[src/uartPkg.sv]
`default_nettype none

package uartPkg;

	// Frame layout, 8N1
	localparam int DataBits = 8;

	// Fractional bits of the baud phase accumulator
	localparam int BaudAccWidth = 17;

	// Transmitter FSM
	typedef enum logic [1:0] {
		TxIdle  = 2'd0,
		TxStart = 2'd1,
		TxData  = 2'd2,
		TxStop  = 2'd3
	} txState_t;

	// Receiver FSM
	typedef enum logic [1:0] {
		RxIdle  = 2'd0,
		RxStart = 2'd1,
		RxData  = 2'd2,
		RxStop  = 2'd3
	} rxState_t;

endpackage

`default_nettype wire

[src/baudTickGen.sv]
`timescale 1ns/1ns
`default_nettype none

module baudTickGen
	import uartPkg::*;
#(
	parameter int ClkFrequency = 50000000,
	parameter int Rate = 115200
) (
	input wire CLK50MHZ,
	input wire rst,
	input wire enable,
	output logic tick
);

	// Increment is Rate/ClkFrequency scaled by 2^BaudAccWidth, rounded to nearest
	localparam longint Scaled = (longint'(Rate) << BaudAccWidth) + longint'(ClkFrequency / 2);
	localparam logic [BaudAccWidth:0] Inc = (BaudAccWidth + 1)'(Scaled / longint'(ClkFrequency));

	logic [BaudAccWidth-1:0] acc;
	logic [BaudAccWidth:0] sum;

	// Carry of the next sum is the tick, so the consumer acts on the same edge
	assign sum = {1'b0, acc} + Inc;
	assign tick = enable && sum[BaudAccWidth];

	// Phase restarts from zero whenever the generator is idle
	always_ff @(posedge CLK50MHZ) begin
		if (rst || !enable) begin
			acc <= '0;
		end else begin
			acc <= sum[BaudAccWidth-1:0];
		end
	end

endmodule

`default_nettype wire

[src/byteFifo.sv]
`timescale 1ns/1ns
`default_nettype none

module byteFifo
	import uartPkg::*;
#(
	parameter int Depth = 4
) (
	input wire CLK50MHZ,
	input wire rst,
	input wire rxReq,
	input wire [DataBits-1:0] rxData,
	input wire txAck,
	output logic rxAck,
	output logic txReq,
	output logic [DataBits-1:0] txData,
	output logic overflow
);

	localparam int AddrWidth = $clog2(Depth);
	localparam logic [AddrWidth:0] DepthCount = (AddrWidth + 1)'(Depth);

	logic [DataBits-1:0] mem [Depth];
	logic [AddrWidth-1:0] wrPtr;
	logic [AddrWidth-1:0] rdPtr;
	logic [AddrWidth:0] count;
	logic accept;
	logic full;
	logic push;
	logic pop;
	logic offer;

	// One accept per request
	// A full buffer drops the byte
	assign accept = rxReq && !rxAck;
	assign full = (count == DepthCount);
	assign push = accept && !full;
	assign pop = txReq && txAck;
	assign offer = !txReq && !txAck && (count != '0);

	always_ff @(posedge CLK50MHZ) begin
		if (push) begin
			mem[wrPtr] <= rxData;
		end
		if (offer) begin
			txData <= mem[rdPtr];
		end
	end

	always_ff @(posedge CLK50MHZ) begin
		if (rst) begin
			rxAck <= 1'b0;
			txReq <= 1'b0;
			overflow <= 1'b0;
			wrPtr <= '0;
			rdPtr <= '0;
			count <= '0;
		end else begin
			overflow <= accept && full;
			if (accept) begin
				rxAck <= 1'b1;
			end else if (!rxReq) begin
				rxAck <= 1'b0;
			end
			if (push) begin
				wrPtr <= wrPtr + 1'b1;
			end
			// Entry leaves on the ack
			// Next offer waits for the ack to drop
			if (pop) begin
				txReq <= 1'b0;
				rdPtr <= rdPtr + 1'b1;
			end else if (offer) begin
				txReq <= 1'b1;
			end
			case ({push, pop})
				2'b10: count <= count + 1'b1;
				2'b01: count <= count - 1'b1;
				default: count <= count;
			endcase
		end
	end

	assert property (@(posedge CLK50MHZ) disable iff (rst)
		$rose(txReq) |-> count != '0);

	// A full count must agree with wrapped pointers
	assert property (@(posedge CLK50MHZ) disable iff (rst)
		overflow |-> $past(count) == DepthCount && $past(wrPtr) == $past(rdPtr));

endmodule

`default_nettype wire

[src/uartLink.sv]
`timescale 1ns/1ns
`default_nettype none

module uartLink
	import uartPkg::*;
#(
	parameter int ClkFrequency = 50000000,
	parameter int Baud = 115200,
	parameter int Oversampling = 8,
	parameter int Depth = 4
) (
	input wire CLK50MHZ,
	input wire rst,
	input wire rxd,
	input wire txEnable,
	output wire txd,
	output wire framingError,
	output wire overflow
);

	// Receiver to FIFO
	wire rxReq;
	wire rxAck;
	wire [DataBits-1:0] rxData;

	// FIFO to transmitter
	wire txReq;
	wire txAck;
	wire [DataBits-1:0] txData;

	uartReceiver #(
		.ClkFrequency(ClkFrequency),
		.Baud(Baud),
		.Oversampling(Oversampling)
	) u_receiver (
		.CLK50MHZ(CLK50MHZ),
		.rst(rst),
		.rxd(rxd),
		.rxAck(rxAck),
		.rxReq(rxReq),
		.rxData(rxData),
		.framingError(framingError)
	);

	byteFifo #(
		.Depth(Depth)
	) u_fifo (
		.CLK50MHZ(CLK50MHZ),
		.rst(rst),
		.rxReq(rxReq),
		.rxData(rxData),
		.txAck(txAck),
		.rxAck(rxAck),
		.txReq(txReq),
		.txData(txData),
		.overflow(overflow)
	);

	uartTransmitter #(
		.ClkFrequency(ClkFrequency),
		.Baud(Baud)
	) u_transmitter (
		.CLK50MHZ(CLK50MHZ),
		.rst(rst),
		.txReq(txReq),
		.txData(txData),
		.txEnable(txEnable),
		.txAck(txAck),
		.txd(txd)
	);

endmodule

`default_nettype wire

[src/uartReceiver.sv]
`timescale 1ns/1ns
`default_nettype none

module uartReceiver
	import uartPkg::*;
#(
	parameter int ClkFrequency = 50000000,
	parameter int Baud = 115200,
	parameter int Oversampling = 8
) (
	input wire CLK50MHZ,
	input wire rst,
	input wire rxd,
	input wire rxAck,
	output logic rxReq,
	output logic [DataBits-1:0] rxData,
	output logic framingError
);

	localparam int CntWidth = $clog2(Oversampling);
	localparam int IdxWidth = $clog2(DataBits);
	localparam logic [CntWidth-1:0] HalfCnt = CntWidth'(Oversampling / 2 - 1);
	localparam logic [CntWidth-1:0] FullCnt = CntWidth'(Oversampling - 1);

	rxState_t state;
	logic rxMeta;
	logic rxSync;
	logic rxPrev;
	logic fallEdge;
	logic sampleEnable;
	logic sampleTick;
	logic bitEnd;
	logic [CntWidth-1:0] tickCnt;
	logic [IdxWidth-1:0] bitIdx;
	logic [DataBits-1:0] shiftReg;

	// Two-flop synchronizer plus one stage for edge detection
	always_ff @(posedge CLK50MHZ) begin
		if (rst) begin
			rxMeta <= 1'b1;
			rxSync <= 1'b1;
			rxPrev <= 1'b1;
		end else begin
			rxMeta <= rxd;
			rxSync <= rxMeta;
			rxPrev <= rxSync;
		end
	end

	assign fallEdge = (state == RxIdle) && rxPrev && !rxSync;

	// Starting on the edge itself saves a cycle of sampling lag
	assign sampleEnable = (state != RxIdle) || fallEdge;

	baudTickGen #(
		.ClkFrequency(ClkFrequency),
		.Rate(Baud * Oversampling)
	) u_sampleGen (
		.CLK50MHZ(CLK50MHZ),
		.rst(rst),
		.enable(sampleEnable),
		.tick(sampleTick)
	);

	// Middle of a data or stop bit
	assign bitEnd = sampleTick && (tickCnt == FullCnt);

	always_ff @(posedge CLK50MHZ) begin
		if (rst) begin
			state <= RxIdle;
			tickCnt <= '0;
			bitIdx <= '0;
			rxReq <= 1'b0;
			framingError <= 1'b0;
		end else begin
			framingError <= 1'b0;
			// Close the handshake once the FIFO has answered
			if (rxReq && rxAck) begin
				rxReq <= 1'b0;
			end
			case (state)
				RxIdle: begin
					tickCnt <= '0;
					if (fallEdge) begin
						state <= RxStart;
					end
				end
				RxStart: begin
					if (sampleTick) begin
						if (tickCnt == HalfCnt) begin
							tickCnt <= '0;
							bitIdx <= '0;
							// A glitch shorter than half a bit is ignored
							state <= rxSync ? RxIdle : RxData;
						end else begin
							tickCnt <= tickCnt + 1'b1;
						end
					end
				end
				RxData: begin
					if (sampleTick) begin
						tickCnt <= tickCnt + 1'b1;
					end
					if (bitEnd) begin
						bitIdx <= bitIdx + 1'b1;
						if (bitIdx == IdxWidth'(DataBits - 1)) begin
							state <= RxStop;
						end
					end
				end
				RxStop: begin
					if (sampleTick) begin
						tickCnt <= tickCnt + 1'b1;
					end
					if (bitEnd) begin
						state <= RxIdle;
						if (rxSync) begin
							rxReq <= 1'b1;
						end else begin
							framingError <= 1'b1;
						end
					end
				end
				default: state <= RxIdle;
			endcase
		end
	end

	// LSB arrives first
	always_ff @(posedge CLK50MHZ) begin
		if (state == RxData && bitEnd) begin
			shiftReg <= {rxSync, shiftReg[DataBits-1:1]};
		end
		if (state == RxStop && bitEnd && rxSync) begin
			rxData <= shiftReg;
		end
	end

	// The FIFO may take the byte at any point while the request is open
	assert property (@(posedge CLK50MHZ) disable iff (rst)
		rxReq && !rxAck |=> $stable(rxData));

endmodule

`default_nettype wire

[src/uartTransmitter.sv]
`timescale 1ns/1ns
`default_nettype none

module uartTransmitter
	import uartPkg::*;
#(
	parameter int ClkFrequency = 50000000,
	parameter int Baud = 115200
) (
	input wire CLK50MHZ,
	input wire rst,
	input wire txReq,
	input wire [DataBits-1:0] txData,
	input wire txEnable,
	output logic txAck,
	output logic txd
);

	localparam int IdxWidth = $clog2(DataBits);

	txState_t state;
	logic baudEnable;
	logic baudTick;
	logic take;
	logic [IdxWidth-1:0] bitIdx;
	logic [DataBits-1:0] shiftReg;

	// New byte only from idle, with the host allowing output
	assign take = (state == TxIdle) && txReq && txEnable && !txAck;
	assign baudEnable = (state != TxIdle);

	baudTickGen #(
		.ClkFrequency(ClkFrequency),
		.Rate(Baud)
	) u_baudGen (
		.CLK50MHZ(CLK50MHZ),
		.rst(rst),
		.enable(baudEnable),
		.tick(baudTick)
	);

	// Line is registered so state changes reach txd glitch free
	always_ff @(posedge CLK50MHZ) begin
		if (rst) begin
			state <= TxIdle;
			bitIdx <= '0;
			txAck <= 1'b0;
			txd <= 1'b1;
		end else begin
			if (take) begin
				txAck <= 1'b1;
			end else if (!txReq) begin
				txAck <= 1'b0;
			end
			case (state)
				TxIdle: begin
					txd <= 1'b1;
					if (take) begin
						txd <= 1'b0;
						state <= TxStart;
					end
				end
				TxStart: begin
					if (baudTick) begin
						txd <= shiftReg[0];
						bitIdx <= '0;
						state <= TxData;
					end
				end
				TxData: begin
					if (baudTick) begin
						bitIdx <= bitIdx + 1'b1;
						if (bitIdx == IdxWidth'(DataBits - 1)) begin
							txd <= 1'b1;
							state <= TxStop;
						end else begin
							txd <= shiftReg[0];
						end
					end
				end
				// Full stop period before the next byte is taken
				TxStop: begin
					if (baudTick) begin
						state <= TxIdle;
					end
				end
				default: state <= TxIdle;
			endcase
		end
	end

	// Bit 0 goes out at the end of the start bit, then shift right
	always_ff @(posedge CLK50MHZ) begin
		if (take) begin
			shiftReg <= txData;
		end else if (baudTick && (state == TxStart || state == TxData)) begin
			shiftReg <= {1'b0, shiftReg[DataBits-1:1]};
		end
	end

	assert property (@(posedge CLK50MHZ) disable iff (rst)
		state == TxIdle |-> txd);

endmodule

`default_nettype wire
[config.mk]
export PLATFORM = sky130hd
export DESIGN_NAME = uartLink
export DESIGN_NICKNAME = d
export VERILOG_FILES = /design/src/uartPkg.sv /design/src/baudTickGen.sv /design/src/byteFifo.sv /design/src/uartLink.sv /design/src/uartReceiver.sv /design/src/uartTransmitter.sv
export SDC_FILE = /design/constraint.sdc
export NUM_CORES = 1
export LEC_CHECK = 0
export BUFFER_PORTS_ARGS = -buffer_cell sky130_fd_sc_hd__buf_2
export CAP_MARGIN = 10
export CORE_MARGIN = 3
export CORE_UTILIZATION = 50
export DETAILED_ROUTE_END_ITERATION = 10
export PLACE_DENSITY = 0.69
export SLEW_MARGIN = 0
export SYNTH_ARGS = -nofsm -noshare
export SYNTH_HDL_FRONTEND = slang
export SYNTH_HIERARCHICAL = 1
export SYNTH_SLANG_ARGS = --single-unit
[constraint.sdc]
create_clock -name CLK50MHZ -period 4.5 [get_ports CLK50MHZ]
set_input_delay 0 -clock CLK50MHZ [delete_from_list [all_inputs] [get_ports CLK50MHZ]]
set_output_delay 0 -clock CLK50MHZ [all_outputs]
set_load 0.01 [all_outputs]
==> impl_metrics.env, run 1 <==
export IMPL_multiInputGateArea_um2=1930
export IMPL_stdcell_area_um2=6010
export IMPL_synth_xor_area_frac=0.0134
export IMPL_synth_seq_cells=123
export IMPL_synthAdderAreaFrac=0.0566
export IMPL_clock_sinks=123
export IMPL_htreeDepth=4
export IMPL_pre_cts_ws_ns=1.98
export IMPL_maxSlewHeadroom=0.225
export IMPL_leakage_nw=2.12
export IMPL_avgRoutedWirePerCell_um=14.9
export IMPL_critPathRequiredTime_ns=4.93
export IMPL_grt_overflow_total=0
export IMPL_cts_tree="built"
export IMPL_vias_per_cell=5.43
export IMPL_antenna_found_initial=0
export IMPL_end_kind="flop"
export IMPL_seqPwrFrac=0.437
export IMPL_grt_pass1_vias=3200
export IMPL_ys_top_cells_by_count="64 x edfxtp_1, 59 x dfxtp_1, 30 x a21oi_1"
export IMPL_cts_made_buffers=17
export IMPL_drt_total_wl_um=8580
export IMPL_core_rowCount=36
export IMPL_port_buffers=6
export IMPL_hold_viol=0
export IMPL_fill_cells=771
export IMPL_p_int_mw=2.20
export IMPL_post_route_drc_count=0
export IMPL_cts_path_max_buffers=2
export IMPL_pwr_share_comb=0.040
export IMPL_seq_area_um2=3100
export IMPL_diodes=0
export IMPL_finalWorstSetupSlack_ns=1.96
export IMPL_fin_setup_tns_ns=0
export IMPL_synth_area_um2=5220
export IMPL_drv_cap=0
export IMPL_synth_cells=414
export IMPL_ant_nets=0
export IMPL_coreArea_um2=9950
export IMPL_muxShareOfSynthArea=0.0621
export IMPL_async_flop_share=0
export IMPL_swShare=0.198
export IMPL_num_io_pins=7
export IMPL_yosysMostFrequentCell="edfxtp_1"
export IMPL_synth_ff_type="edfxtp_1"
export IMPL_wl_met3_um=210
export IMPL_start_kind="flop"
export IMPL_grt_pass1_wl_um=14900
export IMPL_grt_max_degree=33
export IMPL_syn_nets=441
export IMPL_drive_gt1_frac=0.171
export IMPL_cp_data_arrival_time_ns=2.97
export IMPL_worst_ir_drop_vdd_mv=0.194
export IMPL_worstMarginPinSlew_ns=1.15
export IMPL_die_x_um=108
export IMPL_netlist_top_cells_area="edfxtp_1 37%, dfxtp_1 23%, ha_1 5.3%"
export IMPL_post_route_util=0.604
export IMPL_p_sw_mw=0.543
export IMPL_die_y_um=108
export IMPL_top_layer="met4"
export IMPL_wl_met2_um=4240
export IMPL_gr_usage_all_layers=0.166
export IMPL_first_pass_iters=4
export IMPL_placed_area_um2=5350
export IMPL_dieArea_um2=11700
export IMPL_dpl_hpwl_um=5570
export IMPL_drv_slew=0
export IMPL_syn_avg_cell_area_um2=12.6
export IMPL_hold_path_class="primary input to flop"
export IMPL_seq_area_frac_synth=0.595
export IMPL_yosysTopAreaCellShare=0.368
export IMPL_synth_simple_area_share=0.133
export IMPL_clk_latency_ns=0.50
export IMPL_synth_top_family_by_area="simple AND/OR/NAND/NOR gates"
export IMPL_clock_skew_ns=0.00678
export IMPL_pwr_density_cell_nw_per_um2=456
export IMPL_drt_iter0_drc=136
export IMPL_clock_power_share=0.523
export IMPL_m1WireLength_um=3990
export IMPL_root_buffer="clkbuf_8"
export IMPL_dp_cells=542
export IMPL_setup_viol=0
export IMPL_vias=3135
export IMPL_yosysUniqueCellTypes=68
export IMPL_synth_edf_count=64
export IMPL_rsz0062_at_grt="false"
export IMPL_crit_fanout=7
export IMPL_stdcell_count=577
export IMPL_area_growth_pct=15.2
export IMPL_finalCritPeriodShare=0.564
export IMPL_fmaxAchievable_ghz=0.394
export IMPL_synth_compound_area_share=0.104
export IMPL_final_nets=458
export IMPL_cts_clk_slew_worst_paths_ns=0.05
export IMPL_synth_area_leader_cell="edfxtp_1"
export IMPL_worst_setup_path_type="flop to flop"
export IMPL_yosysWarnings=6
export IMPL_post_route_min_period_ns=2.54
export IMPL_outcome="completed"
export IMPL_initial_utilization=0.524
export IMPL_ctsResizeCount=0
export IMPL_gp_congestion=0.759
[final timing paths]
check                               start                           end  slack [ns]  cells past startpoint
min                                   rxd  u_receiver/rxMeta$_SDFF_PP1_        0.22                      3
max reg2reg  u_fifo/count[2]$_SDFFE_PP0P_  u_fifo/count[2]$_SDFFE_PP0P_        1.96                      9
min reg2reg  u_receiver/rxMeta$_SDFF_PP1_  u_receiver/rxSync$_SDFF_PP1_        0.41                      1
max          u_fifo/count[2]$_SDFFE_PP0P_  u_fifo/count[2]$_SDFFE_PP0P_        1.96                      9
[worst max-delay path, stage by stage (launching register included)]
cell and delay [ns]:
dfxtp_1 0.38, or3b_1 0.40, and3b_1 0.27, inv_1 0.08, ha_1 0.17, inv_1 0.06
fa_1 0.37, xor2_1 0.16, or3_2 0.42, a21oi_1 0.16
[cells by family after synthesis]
family	after synthesis
mux	21
simple gates	121
compound gates	77
buf+inv	41
fa+ha+maj	23
flops	123
xor+xnor	8
[per-stage QoR]
step                total power, mW  hold slack, ns
floorplan                      1.30          0.0691
global placement               1.32           0.186
detailed placement             1.33           0.189
CTS                            2.77           0.195
global route                   2.84           0.208
finish                         2.74           0.217
[registers in the layout (all words and copies together) (netlist names), 8 cells and up, named ones only]
name	cells
u_fifo/mem	32
u_transmitter/u_baudGen/acc	16
u_transmitter/shiftReg	8
u_receiver/shiftReg	8
u_fifo/txData	8
u_receiver/rxData	8
u_receiver/u_sampleGen/acc	13
[what timing repair did]
item,in CTS,in global routing
setup endpoints to repair,0,0
hold buffers,3,0
hold endpoints to repair,6,0
buffers inserted,0,0
[power by group through the flow]
stage	registers (mW)	clock network [mW]	logic, mW
after floorplan	1.22	0	0.0859
after global placement	1.22	0	0.104
after detailed placement	1.22	0	0.106
after CTS	1.20	1.46	0.111
after global routing	1.20	1.52	0.124
final	1.20	1.43	0.110
[per-layer routing]
layer  track usage  up-vias
met5             0        -
met4        0.0712        0
met3        0.0484       14
met2         0.280       43
met1         0.197     1516
li1              -     1562
[cell type report]
type / instances / area share
Sequential cell: 123 / 0.516
Multi-Input combinational cell: 250 / 0.321
Clock buffer: 20 / 0.0725
Clock inverter: 12 / 0.0327
Tap cell: 133 / 0.0277
Inverter: 29 / 0.0181
Timing Repair Buffer: 10 / 0.0112
[cell usage in the layout (no fill, tap or decap), types with 3 or more instances in the layout]
| cell | n |
|---|---|
| a2111oi_2 | 3 |
| a21oi_1 | 30 |
| and2_1 | 3 |
| and2_2 | 3 |
| buf_2 | 6 |
| bufinv_16 | 5 |
| clkbuf_16 | 16 |
| clkinv_2 | 4 |
| clkinv_4 | 3 |
| dfxtp_1 | 59 |
| dlygate4sd3_1 | 3 |
| edfxtp_1 | 64 |
| ha_1 | 22 |
| inv_1 | 28 |
| mux2_2 | 7 |
| mux2i_1 | 5 |
| mux4_2 | 8 |
| nand2_1 | 15 |
| nand2b_1 | 11 |
| nand3_1 | 10 |
| nand4_1 | 6 |
| nor2_1 | 26 |
| nor2b_1 | 4 |
| nor3_1 | 8 |
| nor3b_1 | 3 |
| nor4_1 | 3 |
| o21ai_0 | 15 |
| o31ai_1 | 5 |
| or2_2 | 3 |
| or3_1 | 7 |
| or4_1 | 4 |
| xnor2_1 | 5 |
| xor2_1 | 3 |
No activity file was read; power rests on OpenSTA's default activity.
==> run 2, diff against run 1 <==
==> constraint.sdc (replaced) <==
create_clock -name CLK50MHZ -period 2.4 [get_ports CLK50MHZ]
set_input_delay 0 -clock CLK50MHZ [delete_from_list [all_inputs] [get_ports CLK50MHZ]]
set_output_delay 0 -clock CLK50MHZ [all_outputs]
set_load 0.01 [all_outputs]
==> impl_metrics.env, run 2 (synthesis results as in run 1) <==
export IMPL_outcome="completed"
export IMPL_gp_congestion=0.764
export IMPL_wl_met2_um=4210
export IMPL_multiInputGateArea_um2=1950
export IMPL_worstMarginPinSlew_ns=1.06
export IMPL_clock_power_share=0.479
export IMPL_worst_ir_drop_vdd_mv=0.381
export IMPL_initial_utilization=0.524
export IMPL_grt_overflow_total=0
export IMPL_first_pass_iters=4
export IMPL_port_buffers=6
export IMPL_clock_sinks=123
export IMPL_leakage_nw=2.15
export IMPL_die_y_um=108
export IMPL_m1WireLength_um=4020
export IMPL_grt_pass1_vias=3185
export IMPL_placed_area_um2=5430
export IMPL_top_layer="met4"
export IMPL_drv_cap=0
export IMPL_die_x_um=108
export IMPL_post_route_drc_count=0
export IMPL_cts_clk_slew_worst_paths_ns=0.06
export IMPL_drv_slew=0
export IMPL_critPathRequiredTime_ns=2.83
export IMPL_dieArea_um2=11700
export IMPL_final_nets=475
export IMPL_hold_viol=0
export IMPL_reg_top3="u_fifo/mem: 32 flops, u_transmitter/u_baudGen/acc: 16 flops, u_receiver/u_sampleGen/acc: 13 flops"
export IMPL_pwr_share_comb=0.046
export IMPL_maxSlewHeadroom=0.288
export IMPL_grt_max_degree=22
export IMPL_pwr_density_cell_nw_per_um2=778
export IMPL_drive_gt1_frac=0.215
export IMPL_drt_total_wl_um=8560
export IMPL_core_rowCount=36
export IMPL_seqPwrFrac=0.475
export IMPL_area_growth_pct=16.3
export IMPL_cts_tree="built"
export IMPL_end_kind="flop"
export IMPL_fin_setup_tns_ns=0
export IMPL_fmaxAchievable_ghz=0.439
export IMPL_dpl_hpwl_um=5740
export IMPL_p_int_mw=3.62
export IMPL_stdcell_area_um2=6070
export IMPL_post_route_min_period_ns=2.28
export IMPL_avgRoutedWirePerCell_um=14.4
export IMPL_rrSetupSlack_ns=0.12
export IMPL_clk_latency_ns=0.51
export IMPL_vias=3166
export IMPL_seq_area_um2=3100
export IMPL_drt_iter0_drc=88
export IMPL_vias_per_cell=5.33
export IMPL_root_buffer="clkbuf_8"
export IMPL_ant_nets=0
export IMPL_ff2ff_path_depth=9
export IMPL_fill_cells=768
export IMPL_p_total_mw=4.72
export IMPL_min_from="rxd"
export IMPL_clock_skew_ns=0.0122
export IMPL_cts_made_buffers=17
export IMPL_cp_data_arrival_time_ns=2.71
export IMPL_hold_path_class="primary input to flop"
export IMPL_r2r_end="u_fifo/count[2]$_SDFFE_PP0P_"
export IMPL_post_route_util=0.609
export IMPL_layout_common_cells="64 x edfxtp_1, 58 x dfxtp_1, 29 x a21oi_1"
export IMPL_timing_rr_start="u_fifo/count[2]$_SDFFE_PP0P_"
export IMPL_coreArea_um2=9950
export IMPL_start_kind="flop"
export IMPL_cts_path_max_buffers=2
export IMPL_worst_setup_path_type="flop to flop"
export IMPL_cp_endpoint="u_fifo/count[2]$_SDFFE_PP0P_"
export IMPL_crit_fanout=2
export IMPL_setup_viol=0
export IMPL_num_io_pins=7
export IMPL_regMostFlops="u_fifo/mem"
export IMPL_finalCritPeriodShare=0.949
export IMPL_antenna_found_initial=0
export IMPL_swShare=0.232
export IMPL_final_common_cell="edfxtp_1"
export IMPL_diodes=0
export IMPL_largest_reg_flops=32
export IMPL_grt_pass1_wl_um=15100
export IMPL_wl_met3_um=267
export IMPL_htreeDepth=4
export IMPL_rsz0062_at_grt="false"
export IMPL_p_sw_mw=1.10
export IMPL_startpoint="u_fifo/count[2]$_SDFFE_PP0P_"
export IMPL_gr_usage_all_layers=0.167
run 2: cell types whose count changed in the layout (fill, tap and decap cells not counted), sizes merged:
| cell | change |
|---|---|
| clkinv | -4 |
| clkinvlp | +5 |
| bufinv | -5 |
| clkbuf | -2 |
| dlygate4sd3 | +1 |
| buf | +16 |
| inv | +6 |
run 2: area by class of cell:
type / count / share of cell area
Tap cell: 133 / 0.0274
Multi-Input combinational cell: 250 / 0.321
Clock buffer: 18 / 0.0705
Sequential cell: 123 / 0.512
Inverter: 29 / 0.0184
Timing Repair Buffer: 27 / 0.0326
Clock inverter: 14 / 0.0186
run 2: worst max-delay path, cell delays in order (launching register included):
cell	delay [ns]
dfxtp_2	0.34
or3b_4	0.37
and3b_1	0.20
inv_1	0.06
ha_2	0.18
inv_1	0.06
fa_1	0.37
xor2_1	0.16
or3_4	0.34
a21oi_2	0.13
run 2: timing repair:
action | 4_1_cts | 5_1_grt
hold buffers | 4 | 0
setup buffers | 0 | 5
setup endpoints to repair | 1 | 5
endpoints found under the hold margin | 12 | 0
resized for setup | 1 | 6
run 2: worst min path at each step:
stage,slack [ns],depth (start not counted),to
2_1_floorplan,0.07,1,u_transmitter/bitIdx[0]$_SDFFE_PP0P_
3_3_place_gp,0.19,2,u_receiver/rxMeta$_SDFF_PP1_
3_5_place_dp,0.19,2,u_receiver/rxMeta$_SDFF_PP1_
4_1_cts,0.19,3,u_receiver/rxMeta$_SDFF_PP1_
5_1_grt,0.19,3,u_receiver/rxMeta$_SDFF_PP1_
6_report,0.21,3,u_receiver/rxMeta$_SDFF_PP1_
run 2: through the flow:
stage | hold slack, ns | instances | setup slack (ns)
floorplan | 0.0691 | 414 | 0.0215
global placement | 0.188 | 553 | 0.132
detailed placement | 0.190 | 553 | 0.0190
CTS | 0.192 | 589 | 0.0136
global route | 0.187 | 594 | 0.0272
finish | 0.215 | 594 | 0.123
run 2: per-layer routing:
layer | vias to the layer above | track usage
li1 | 1597 | -
met1 | 1522 | 0.207
met2 | 42 | 0.272
met3 | 5 | 0.0591
met4 | 0 | 0.0577
met5 | - | 0
run 2: power groups by stage:
stage                     clock network [mW]  logic, mW  registers (mW)
after floorplan                            0      0.161            2.28
after global placement                     0      0.209            2.29
after detailed placement                   0      0.214            2.29
after CTS                               2.32      0.219            2.24
after global routing                    2.44      0.243            2.25
final                                   2.26      0.218            2.24
